--- src/include/cmp_rs_defines.svh ---
`ifndef CMP_RS_DEFINES_SVH
`define CMP_RS_DEFINES_SVH

// RV32I operand width
`define CMP_RS_XLEN 32

// reorder buffer index width
`define CMP_RS_TAG_W 4

// entries held by the station
`define CMP_RS_SIZE 4

// external CDB ports snooped for operands
// the station's own write port is not counted
`define CMP_RS_CDB_PORTS 2

`endif

--- src/source/cmp_rs_pkg.sv ---
package cmp_rs_pkg;

    // comparison opcodes in a private encoding
    typedef enum logic [2:0] {
        // equal
        CMP_EQ  = 3'd0,
        // not equal
        CMP_NE  = 3'd1,
        // signed less than
        CMP_LT  = 3'd2,
        // signed greater or equal
        CMP_GE  = 3'd3,
        // unsigned less than
        CMP_LTU = 3'd4,
        // unsigned greater or equal
        CMP_GEU = 3'd5
    } cmp_op_e;

    // lifecycle of one station slot
    typedef enum logic [1:0] {
        // slot empty
        ST_FREE = 2'd0,
        // operands pending or compare in flight
        ST_WAIT = 2'd1,
        // result held until broadcast
        ST_DONE = 2'd2
    } entry_state_e;

endpackage

--- src/source/cmp_rs_cmp.sv ---
`timescale 1ns/1ps
`include "cmp_rs_defines.svh"

module cmp_rs_cmp import cmp_rs_pkg::*; (
    input  logic                    clk,
    input  logic                    arst_n_i,
    input  logic                    start_i,
    input  cmp_op_e                 op_i,
    input  logic [`CMP_RS_XLEN-1:0] a_i,
    input  logic [`CMP_RS_XLEN-1:0] b_i,
    output logic                    result_o,
    output logic                    done_o
);

    logic outcome;

    // relation selected by the opcode
    always_comb begin
        case (op_i)
            CMP_EQ:  outcome = (a_i == b_i);
            CMP_NE:  outcome = (a_i != b_i);
            CMP_LT:  outcome = ($signed(a_i) < $signed(b_i));
            CMP_GE:  outcome = ($signed(a_i) >= $signed(b_i));
            CMP_LTU: outcome = (a_i < b_i);
            CMP_GEU: outcome = (a_i >= b_i);
            // unused encodings read as false
            default: outcome = 1'b0;
        endcase
    end

    // done follows start by one edge
    always_ff @(posedge clk or negedge arst_n_i) begin
        if (!arst_n_i) begin
            done_o <= 1'b0;
        end else begin
            done_o <= start_i;
        end
    end

    // outcome held until the next start
    always_ff @(posedge clk) begin
        if (start_i) begin
            result_o <= outcome;
        end
    end

endmodule

--- src/source/cmp_rs_alloc.sv ---
`timescale 1ns/1ps
`include "cmp_rs_defines.svh"

module cmp_rs_alloc (
    input  logic                    clk,
    input  logic                    arst_n_i,
    input  logic                    flush_i,
    input  logic                    dispatch_valid_i,
    input  logic [`CMP_RS_SIZE-1:0] free_mask_i,
    output logic [`CMP_RS_SIZE-1:0] alloc_onehot_o,
    output logic                    full_o
);

    logic [`CMP_RS_SIZE-1:0] pick;
    logic                    found;
    logic                    accept;
    logic                    full_next;

    // lowest free slot wins
    always_comb begin
        pick  = '0;
        found = 1'b0;
        for (int i = 0; i < `CMP_RS_SIZE; i++) begin
            if (free_mask_i[i] && !found) begin
                pick[i] = 1'b1;
                found   = 1'b1;
            end
        end
    end

    // dispatch dropped while full
    assign accept         = dispatch_valid_i & ~full_o;
    assign alloc_onehot_o = accept ? pick : '0;

    // occupied after the edge if not free now or taken now
    // free_mask_i already counts slots released this cycle
    assign full_next = &(~free_mask_i | alloc_onehot_o);

    always_ff @(posedge clk or negedge arst_n_i) begin
        if (!arst_n_i) begin
            full_o <= 1'b0;
        end else if (flush_i) begin
            full_o <= 1'b0;
        end else begin
            full_o <= full_next;
        end
    end

endmodule

--- src/source/cmp_rs_entries.sv ---
`timescale 1ns/1ps
`include "cmp_rs_defines.svh"

module cmp_rs_entries import cmp_rs_pkg::*; (
    input  logic                                              clk,
    input  logic                                              arst_n_i,
    input  logic                                              flush_i,
    input  logic [`CMP_RS_SIZE-1:0]                           alloc_onehot_i,
    input  cmp_op_e                                           dispatch_op_i,
    input  logic [`CMP_RS_TAG_W-1:0]                          dispatch_dest_i,
    input  logic                                              dispatch_rs1_rdy_i,
    input  logic [`CMP_RS_XLEN-1:0]                           dispatch_rs1_val_i,
    input  logic [`CMP_RS_TAG_W-1:0]                          dispatch_rs1_tag_i,
    input  logic                                              dispatch_rs2_rdy_i,
    input  logic [`CMP_RS_XLEN-1:0]                           dispatch_rs2_val_i,
    input  logic [`CMP_RS_TAG_W-1:0]                          dispatch_rs2_tag_i,
    input  logic [`CMP_RS_CDB_PORTS-1:0]                      cdb_valid_i,
    input  logic [`CMP_RS_CDB_PORTS-1:0][`CMP_RS_TAG_W-1:0]   cdb_tag_i,
    input  logic [`CMP_RS_CDB_PORTS-1:0][`CMP_RS_XLEN-1:0]    cdb_value_i,
    input  logic [`CMP_RS_SIZE-1:0]                           release_onehot_i,
    output logic [`CMP_RS_SIZE-1:0]                           free_mask_o,
    output logic [`CMP_RS_SIZE-1:0]                           done_mask_o,
    output logic [`CMP_RS_SIZE-1:0][`CMP_RS_TAG_W-1:0]        entry_dest_o,
    output logic [`CMP_RS_SIZE-1:0]                           entry_result_o
);

    // control state
    entry_state_e                           state_q [`CMP_RS_SIZE];
    logic [`CMP_RS_SIZE-1:0]                rs1_rdy_q;
    logic [`CMP_RS_SIZE-1:0]                rs2_rdy_q;
    logic [`CMP_RS_SIZE-1:0]                issued_q;
    logic [`CMP_RS_SIZE-1:0]                start_q;
    // payload
    cmp_op_e                                op_q [`CMP_RS_SIZE];
    logic [`CMP_RS_SIZE-1:0][`CMP_RS_TAG_W-1:0] dest_q;
    logic [`CMP_RS_SIZE-1:0][`CMP_RS_TAG_W-1:0] rs1_tag_q;
    logic [`CMP_RS_SIZE-1:0][`CMP_RS_TAG_W-1:0] rs2_tag_q;
    logic [`CMP_RS_SIZE-1:0][`CMP_RS_XLEN-1:0]  rs1_val_q;
    logic [`CMP_RS_SIZE-1:0][`CMP_RS_XLEN-1:0]  rs2_val_q;
    logic [`CMP_RS_SIZE-1:0]                result_q;
    // per-entry wakeup and issue
    logic [`CMP_RS_SIZE-1:0]                rs1_wake;
    logic [`CMP_RS_SIZE-1:0]                rs2_wake;
    logic [`CMP_RS_SIZE-1:0]                issue_go;
    logic [`CMP_RS_SIZE-1:0]                cmp_done;
    logic [`CMP_RS_SIZE-1:0]                cmp_res;
    logic [`CMP_RS_SIZE-1:0]                finish;
    // dispatch side capture
    logic                                   disp_rs1_hit;
    logic                                   disp_rs2_hit;

    // any valid CDB port carrying this tag
    function automatic logic cdb_hit(input logic [`CMP_RS_TAG_W-1:0] tag);
        logic hit;
        hit = 1'b0;
        for (int p = 0; p < `CMP_RS_CDB_PORTS; p++) begin
            if (cdb_valid_i[p] && cdb_tag_i[p] == tag) begin
                hit = 1'b1;
            end
        end
        return hit;
    endfunction

    // value from the lowest matching port
    function automatic logic [`CMP_RS_XLEN-1:0] cdb_val(input logic [`CMP_RS_TAG_W-1:0] tag);
        logic [`CMP_RS_XLEN-1:0] val;
        logic                    hit;
        val = '0;
        hit = 1'b0;
        for (int p = 0; p < `CMP_RS_CDB_PORTS; p++) begin
            if (cdb_valid_i[p] && cdb_tag_i[p] == tag && !hit) begin
                val = cdb_value_i[p];
                hit = 1'b1;
            end
        end
        return val;
    endfunction

    // operand broadcast in the dispatch cycle
    assign disp_rs1_hit = cdb_hit(dispatch_rs1_tag_i);
    assign disp_rs2_hit = cdb_hit(dispatch_rs2_tag_i);

    for (genvar i = 0; i < `CMP_RS_SIZE; i++) begin : g_entry
        // snoop only while waiting on a tag
        assign rs1_wake[i] = (state_q[i] == ST_WAIT) && !rs1_rdy_q[i] && cdb_hit(rs1_tag_q[i]);
        assign rs2_wake[i] = (state_q[i] == ST_WAIT) && !rs2_rdy_q[i] && cdb_hit(rs2_tag_q[i]);
        // one start per instruction
        assign issue_go[i] = (state_q[i] == ST_WAIT) && rs1_rdy_q[i] && rs2_rdy_q[i]
                             && !issued_q[i];
        // done from a stale compare is ignored by a fresh entry
        assign finish[i] = (state_q[i] == ST_WAIT) && issued_q[i] && cmp_done[i];

        assign free_mask_o[i] = (state_q[i] == ST_FREE) || release_onehot_i[i];
        assign done_mask_o[i] = (state_q[i] == ST_DONE);

        cmp_rs_cmp u_cmp (
            .clk      (clk),
            .arst_n_i (arst_n_i),
            .start_i  (start_q[i]),
            .op_i     (op_q[i]),
            .a_i      (rs1_val_q[i]),
            .b_i      (rs2_val_q[i]),
            .result_o (cmp_res[i]),
            .done_o   (cmp_done[i])
        );
    end

    assign entry_dest_o   = dest_q;
    assign entry_result_o = result_q;

    always_ff @(posedge clk or negedge arst_n_i) begin
        if (!arst_n_i) begin
            for (int i = 0; i < `CMP_RS_SIZE; i++) begin
                state_q[i] <= ST_FREE;
            end
            rs1_rdy_q <= '0;
            rs2_rdy_q <= '0;
            issued_q  <= '0;
            start_q   <= '0;
        end else if (flush_i) begin
            for (int i = 0; i < `CMP_RS_SIZE; i++) begin
                state_q[i] <= ST_FREE;
            end
            rs1_rdy_q <= '0;
            rs2_rdy_q <= '0;
            issued_q  <= '0;
            start_q   <= '0;
        end else begin
            start_q <= issue_go;
            for (int i = 0; i < `CMP_RS_SIZE; i++) begin
                if (alloc_onehot_i[i]) begin
                    // load wins over a release in the same cycle
                    state_q[i]   <= ST_WAIT;
                    rs1_rdy_q[i] <= dispatch_rs1_rdy_i | disp_rs1_hit;
                    rs2_rdy_q[i] <= dispatch_rs2_rdy_i | disp_rs2_hit;
                    issued_q[i]  <= 1'b0;
                end else begin
                    if (release_onehot_i[i]) begin
                        state_q[i] <= ST_FREE;
                    end else if (finish[i]) begin
                        state_q[i] <= ST_DONE;
                    end
                    if (issue_go[i]) begin
                        issued_q[i] <= 1'b1;
                    end
                    if (rs1_wake[i]) begin
                        rs1_rdy_q[i] <= 1'b1;
                    end
                    if (rs2_wake[i]) begin
                        rs2_rdy_q[i] <= 1'b1;
                    end
                end
            end
        end
    end

    always_ff @(posedge clk) begin
        for (int i = 0; i < `CMP_RS_SIZE; i++) begin
            if (alloc_onehot_i[i]) begin
                op_q[i]      <= dispatch_op_i;
                dest_q[i]    <= dispatch_dest_i;
                rs1_tag_q[i] <= dispatch_rs1_tag_i;
                rs2_tag_q[i] <= dispatch_rs2_tag_i;
                // ready value or else whatever the CDB carries now
                rs1_val_q[i] <= dispatch_rs1_rdy_i ? dispatch_rs1_val_i
                                                   : cdb_val(dispatch_rs1_tag_i);
                rs2_val_q[i] <= dispatch_rs2_rdy_i ? dispatch_rs2_val_i
                                                   : cdb_val(dispatch_rs2_tag_i);
            end else begin
                if (rs1_wake[i]) begin
                    rs1_val_q[i] <= cdb_val(rs1_tag_q[i]);
                end
                if (rs2_wake[i]) begin
                    rs2_val_q[i] <= cdb_val(rs2_tag_q[i]);
                end
            end
            // latch outcome as the entry goes done
            if (finish[i]) begin
                result_q[i] <= cmp_res[i];
            end
        end
    end

endmodule

--- src/source/cmp_rs_bcast.sv ---
`timescale 1ns/1ps
`include "cmp_rs_defines.svh"

module cmp_rs_bcast (
    input  logic                                       clk,
    input  logic                                       arst_n_i,
    input  logic                                       flush_i,
    input  logic [`CMP_RS_SIZE-1:0]                    done_mask_i,
    input  logic [`CMP_RS_SIZE-1:0][`CMP_RS_TAG_W-1:0] entry_dest_i,
    input  logic [`CMP_RS_SIZE-1:0]                    entry_result_i,
    output logic [`CMP_RS_SIZE-1:0]                    release_onehot_o,
    output logic                                       result_valid_o,
    output logic [`CMP_RS_TAG_W-1:0]                   result_tag_o,
    output logic [`CMP_RS_XLEN-1:0]                    result_value_o
);

    localparam int IDX_W = $clog2(`CMP_RS_SIZE);

    logic [`CMP_RS_SIZE-1:0] sel;
    logic [IDX_W-1:0]        sel_idx;
    logic                    any_done;

    // fixed priority with the lowest finished entry first
    always_comb begin
        sel      = '0;
        sel_idx  = '0;
        any_done = 1'b0;
        for (int i = 0; i < `CMP_RS_SIZE; i++) begin
            if (done_mask_i[i] && !any_done) begin
                sel[i]   = 1'b1;
                sel_idx  = IDX_W'(i);
                any_done = 1'b1;
            end
        end
    end

    // winner is freed at the same edge its result is registered
    assign release_onehot_o = sel;

    always_ff @(posedge clk or negedge arst_n_i) begin
        if (!arst_n_i) begin
            result_valid_o <= 1'b0;
        end else if (flush_i) begin
            // squashed work is never broadcast
            result_valid_o <= 1'b0;
        end else begin
            result_valid_o <= any_done;
        end
    end

    // write port payload with the compare bit zero extended
    always_ff @(posedge clk) begin
        if (any_done) begin
            result_tag_o   <= entry_dest_i[sel_idx];
            result_value_o <= {{(`CMP_RS_XLEN-1){1'b0}}, entry_result_i[sel_idx]};
        end
    end

endmodule

--- src/source/cmp_rs_top.sv ---
`timescale 1ns/1ps
`include "cmp_rs_defines.svh"

module cmp_rs_top import cmp_rs_pkg::*; (
    input  logic                                            clk,
    input  logic                                            arst_n_i,
    input  logic                                            flush_i,
    input  logic                                            dispatch_valid_i,
    input  cmp_op_e                                         dispatch_op_i,
    input  logic [`CMP_RS_TAG_W-1:0]                        dispatch_dest_i,
    input  logic                                            dispatch_rs1_rdy_i,
    input  logic [`CMP_RS_XLEN-1:0]                         dispatch_rs1_val_i,
    input  logic [`CMP_RS_TAG_W-1:0]                        dispatch_rs1_tag_i,
    input  logic                                            dispatch_rs2_rdy_i,
    input  logic [`CMP_RS_XLEN-1:0]                         dispatch_rs2_val_i,
    input  logic [`CMP_RS_TAG_W-1:0]                        dispatch_rs2_tag_i,
    input  logic [`CMP_RS_CDB_PORTS-1:0]                    cdb_valid_i,
    input  logic [`CMP_RS_CDB_PORTS-1:0][`CMP_RS_TAG_W-1:0] cdb_tag_i,
    input  logic [`CMP_RS_CDB_PORTS-1:0][`CMP_RS_XLEN-1:0]  cdb_value_i,
    output logic                                            full_o,
    output logic                                            result_valid_o,
    output logic [`CMP_RS_TAG_W-1:0]                        result_tag_o,
    output logic [`CMP_RS_XLEN-1:0]                         result_value_o
);

    logic [`CMP_RS_SIZE-1:0]                    free_mask;
    logic [`CMP_RS_SIZE-1:0]                    alloc_onehot;
    logic [`CMP_RS_SIZE-1:0]                    done_mask;
    logic [`CMP_RS_SIZE-1:0]                    release_onehot;
    logic [`CMP_RS_SIZE-1:0][`CMP_RS_TAG_W-1:0] entry_dest;
    logic [`CMP_RS_SIZE-1:0]                    entry_result;

    // slot selection and full level
    cmp_rs_alloc u_alloc (
        .clk              (clk),
        .arst_n_i         (arst_n_i),
        .flush_i          (flush_i),
        .dispatch_valid_i (dispatch_valid_i),
        .free_mask_i      (free_mask),
        .alloc_onehot_o   (alloc_onehot),
        .full_o           (full_o)
    );

    // storage, wakeup and comparators
    cmp_rs_entries u_entries (
        .clk                (clk),
        .arst_n_i           (arst_n_i),
        .flush_i            (flush_i),
        .alloc_onehot_i     (alloc_onehot),
        .dispatch_op_i      (dispatch_op_i),
        .dispatch_dest_i    (dispatch_dest_i),
        .dispatch_rs1_rdy_i (dispatch_rs1_rdy_i),
        .dispatch_rs1_val_i (dispatch_rs1_val_i),
        .dispatch_rs1_tag_i (dispatch_rs1_tag_i),
        .dispatch_rs2_rdy_i (dispatch_rs2_rdy_i),
        .dispatch_rs2_val_i (dispatch_rs2_val_i),
        .dispatch_rs2_tag_i (dispatch_rs2_tag_i),
        .cdb_valid_i        (cdb_valid_i),
        .cdb_tag_i          (cdb_tag_i),
        .cdb_value_i        (cdb_value_i),
        .release_onehot_i   (release_onehot),
        .free_mask_o        (free_mask),
        .done_mask_o        (done_mask),
        .entry_dest_o       (entry_dest),
        .entry_result_o     (entry_result)
    );

    // CDB write port
    cmp_rs_bcast u_bcast (
        .clk              (clk),
        .arst_n_i         (arst_n_i),
        .flush_i          (flush_i),
        .done_mask_i      (done_mask),
        .entry_dest_i     (entry_dest),
        .entry_result_i   (entry_result),
        .release_onehot_o (release_onehot),
        .result_valid_o   (result_valid_o),
        .result_tag_o     (result_tag_o),
        .result_value_o   (result_value_o)
    );

endmodule

--- config.mk ---
export PLATFORM = sky130hd
export DESIGN_NAME = cmp_rs_top
export DESIGN_NICKNAME = d
export VERILOG_FILES = /design/src/source/cmp_rs_pkg.sv /design/src/source/cmp_rs_cmp.sv /design/src/source/cmp_rs_alloc.sv /design/src/source/cmp_rs_entries.sv /design/src/source/cmp_rs_bcast.sv /design/src/source/cmp_rs_top.sv
export VERILOG_INCLUDE_DIRS = /design/src /design/src/include
export SDC_FILE = /design/constraint.sdc
export NUM_CORES = 1
export LEC_CHECK = 0
export ABC_AREA = 1
export BUFFER_PORTS_ARGS = -buffer_cell sky130_fd_sc_hd__buf_2
export CORE_AREA = 2 2 225 227
export DETAILED_ROUTE_END_ITERATION = 10
export DIE_AREA = 0 0 227 229
export PLACE_DENSITY = 0.68
export SLEW_MARGIN = 5
export SYNTH_ARGS = -nofsm -noshare
export SYNTH_HDL_FRONTEND = slang
export SYNTH_SLANG_ARGS = --single-unit
export TNS_END_PERCENT = 10
--- constraint.sdc ---
create_clock -name clk -period 12.1 [get_ports clk]
set_clock_uncertainty 0.05 [all_clocks]
set_input_delay 1.21 -clock clk [delete_from_list [all_inputs] [get_ports clk]]
set_output_delay 1.21 -clock clk [all_outputs]
set_load 0.1 [all_outputs]
==> results.cfg <==
[run_status]
run_status = completed

[critical_path]
crit_fanout = 28
critical-path-max-stage-delay_ns = 0.74
path_cells = buf_2 -> inv_1 -> nor2_1 -> inv_2 -> nor2_1 -> inv_1 -> nor2_4 -> inv_2 -> nand2_2 -> buf_4
cp_data_arrival_time_ns = 4.03
ff2ff_setup_slack_ns = 8.57
cp_top_family = simple AND/OR/NAND/NOR gates
cp.depth = 10
crit_slowest_cell = nor2_4
startpoint = dispatch_valid_i
critPathRequiredTime_ns = 12.30
rr_endpoint = u_entries.rs2_val_q[54]
regToRegStartpoint = u_alloc.full_o
cp-end-kind = flop
worstSetupEndpoint = u_entries.rs2_val_q[54]
startpoint_type = input pin
r2r_cells = 8
cp_num_buf_inv = 6
worstSetupPathType = input pin to flop

[sta]
slew_headroom_pct = 21.6
timing.final.crit_period_ns = 3.84
max_freq_mhz = 261
final_max_slew_viol_count = 0
hold_violations = 0
tns_ns = 0
worstMarginPinSlew_ns = 1.18
setup_viol = 0
rsz0062_at_grt = no
post-route-period-util_pct = 31.7

[route]
drcViolationCount = 0
via_per_inst = 5.97
totalWireLength_um = 87700
dr_total_vias = 23351
drtPass1Iterations = 6
ant_nets = 0
drt_iter0_markers = 3587
avgRoutedWirePerCell_um = 22.4

[clock_network]
cts_buffers = 44
htree_num_levels = 2
clock-sinks = 359
clkTransAtPathRegs_ns = 0.06
cts_root_buf = clkbuf_16
clock_latency_ns = 0.60
cts_setup_buffers = 0
ctsResizeCount = 0
hold_buffers = 0
clockBufferDepth = 3
cts_tree = yes

[die]
fp.dieH_um = 229
pin_count = 197
die-area_um2 = 52000
die_w_um = 227
core-area_um2 = 49700
initial_core_util_pct = 49.3
rows = 82

[synth]
ys_seq_area_share_pct = 43.4
synthCells = 3110
synth_warnings = 0
synth-seq-cells = 359
synthDistinctLibCells = 45
syn_area_um2 = 24500
synth_area_per_cell_um2 = 7.87

[pwr]
leakage_nw = 12.4
irDropWorstVdd_uv = 83.8
p_per_area_nw_per_um2 = 116

[placed_design]
place_congestion = 0.903
hpwlAfterDp_um = 53400
port_buffers = 165
place_area_um2 = 25600

[cells_and_area]
syn2layout_area_growth_pct = 10.0
final_area_um2 = 26900
drive_gt1_share_pct = 13.4
fillerInstances = 4633
finalNetCount = 3491

[grt]
overflow = 0
grt_max_degree = 70
grt_usage_pct = 33.6
grt_pass1_wl_um = 132000
antenna_found_initial = 5
grt_pass1_vias = 22559

[job]
cap_violations = 0

[min_path]
worstHoldPathType = flop to flop
## layout make-up
type                       instances  area (µm²)  area share [%]
antenna                            4        10.0          0.0372
sequential                       359       10600            39.5
clock buffer                      50        1130            4.21
multi-input combinational       2252       11700            43.5
inverter                         352        1320            4.91
timing repair buffer             195        1050            3.90
tap                              672         841            3.12
clock inverter                    29         211           0.785
## registers in the layout (all words and copies together) (netlist names)
register and flops:
u_alloc.full_o 1, u_bcast.result_tag_o 4, u_bcast.result_valid_o 1, u_bcast.result_value_o 1
u_entries.entry_dest_o 16, u_entries.entry_result_o 4, u_entries.g_entry.u_cmp.done_o 4, u_entries.g_entry.u_cmp.result_o 4
u_entries.issued_q 4, u_entries.op_q 12, u_entries.rs1_rdy_q 4, u_entries.rs1_tag_q 16
u_entries.rs1_val_q 128, u_entries.rs2_rdy_q 4, u_entries.rs2_tag_q 16, u_entries.rs2_val_q 128
u_entries.start_q 4, u_entries.state_q 8
## cells in the mapped netlist (all sizes together)
master / instances / area share, %
nand2: 928 / 14
nand3: 354 / 7.3
inv: 348 / 5.3
edfxtp: 329 / 40
o21ai: 235 / 5.3
nor2: 194 / 3.0
ha: 128 / 6.5
buf: 125 / 3.2
o22ai: 123 / 3.1
a21oi: 79 / 1.6
or2: 64 / 1.6
clkbuf: 52 / 0.80
o211ai: 33 / 1.6
dfrtp: 30 / 3.1
nand4: 17 / 0.43
nor3: 16 / 0.33
a211oi: 10 / 0.33
a221oi: 9 / 0.45
o21a: 6 / 0.18
nand2b: 5 / 0.28
a21o: 4 / 0.12
clkinv: 4 / 0.061
o21bai: 4 / 0.12
xnor2: 3 / 0.11
and3: 2 / 0.051
nand3b: 2 / 0.061
nor3b: 2 / 0.061
conb: 1 / 0.015
nor4: 1 / 0.026
o2111ai: 1 / 0.036
o221ai: 1 / 0.061
## cell usage in the layout, fill, tap and decap left out, drive strengths merged, types with 3 or more instances in the layout
cell        n
a21oi      79
o21ai     235
a221oi      9
ha        128
conb       31
or2        64
diode       4
o22ai     123
edfxtp    329
dfrtp      30
a211oi     10
o211ai     33
o21a        6
nand3     354
nand2b      5
xnor2       3
nor3       16
buf       195
inv       353
a21o        4
clkinv     23
clkbuf     50
clkinvlp    4
o21bai      4
nor2      194
nand2     928
nand4      17
## cell families (layout without fill, tap and decap cells)
logic type | Yosys count | count (layout) | share of synthesized area [%]
AO/OA/AOI/OAI | 505 | 505 | 13.0
adder cells (fa/ha/maj) | 128 | 128 | 6.55
XOR/XNOR | 3 | 3 | 0.107
other | 1 | 35 | 0.0153
flip-flops | 359 | 359 | 43.4
buffers and inverters | 529 | 626 | 9.45
AND/OR/NAND/NOR | 1585 | 1585 | 27.5
## through the flow
| stage | total power [W] | std cells | hold slack, ns | utilization [%] | setup WS [ns] |
|---|---|---|---|---|---|
| global route | 0.00322 | 3910 | 0.358 | 54.2 | 8.10 |
| floorplan | 0.00173 | 3140 | 0.312 | - | 7.26 |
| global placement | 0.00186 | 3830 | 0.322 | 51.5 | 7.75 |
| detailed placement | 0.00187 | 3830 | 0.327 | 51.5 | 7.76 |
| finish | 0.00313 | 3913 | 0.345 | 54.2 | 8.26 |
| CTS | 0.00312 | 3909 | 0.338 | 54.2 | 8.37 |
## how the worst min path moves through the flow
stage	cells past startpoint	startpoint	slack (ns)	to
2_1_floorplan	0	u_entries.start_q[0]	0.31	u_entries.g_entry[0].u_cmp.done_o
3_3_place_gp	0	u_entries.start_q[3]	0.32	u_entries.g_entry[3].u_cmp.done_o
3_5_place_dp	0	u_entries.start_q[1]	0.33	u_entries.g_entry[1].u_cmp.done_o
4_1_cts	0	u_entries.start_q[2]	0.34	u_entries.g_entry[2].u_cmp.done_o
5_1_grt	0	u_entries.start_q[2]	0.36	u_entries.g_entry[2].u_cmp.done_o
6_report	0	u_entries.start_q[3]	0.34	u_entries.g_entry[3].u_cmp.done_o
## power by group
group,leakage (nW),total [W],switching (W),internal [W]
Combinational,8.24,0.000450,0.000336,0.000114
Clock,0.653,0.00127,0.000568,0.000700
Sequential,3.47,0.00141,0.0000155,0.00140
Total,12.4,0.00313,0.000919,0.00221
## per-layer routing
metal  wire length [µm]  GRT usage, %  share of wire, %  vias to the layer above
li1                   -             -                 -                    10628
met5                 11             0             0.013                        -
met1              33400          44.8                38                    10715
met2              39300          52.6                45                     1669
met3              10800          7.31                12                      337
met4               4170          15.0               4.8                        2
Power figures use the tool's default switching activity.
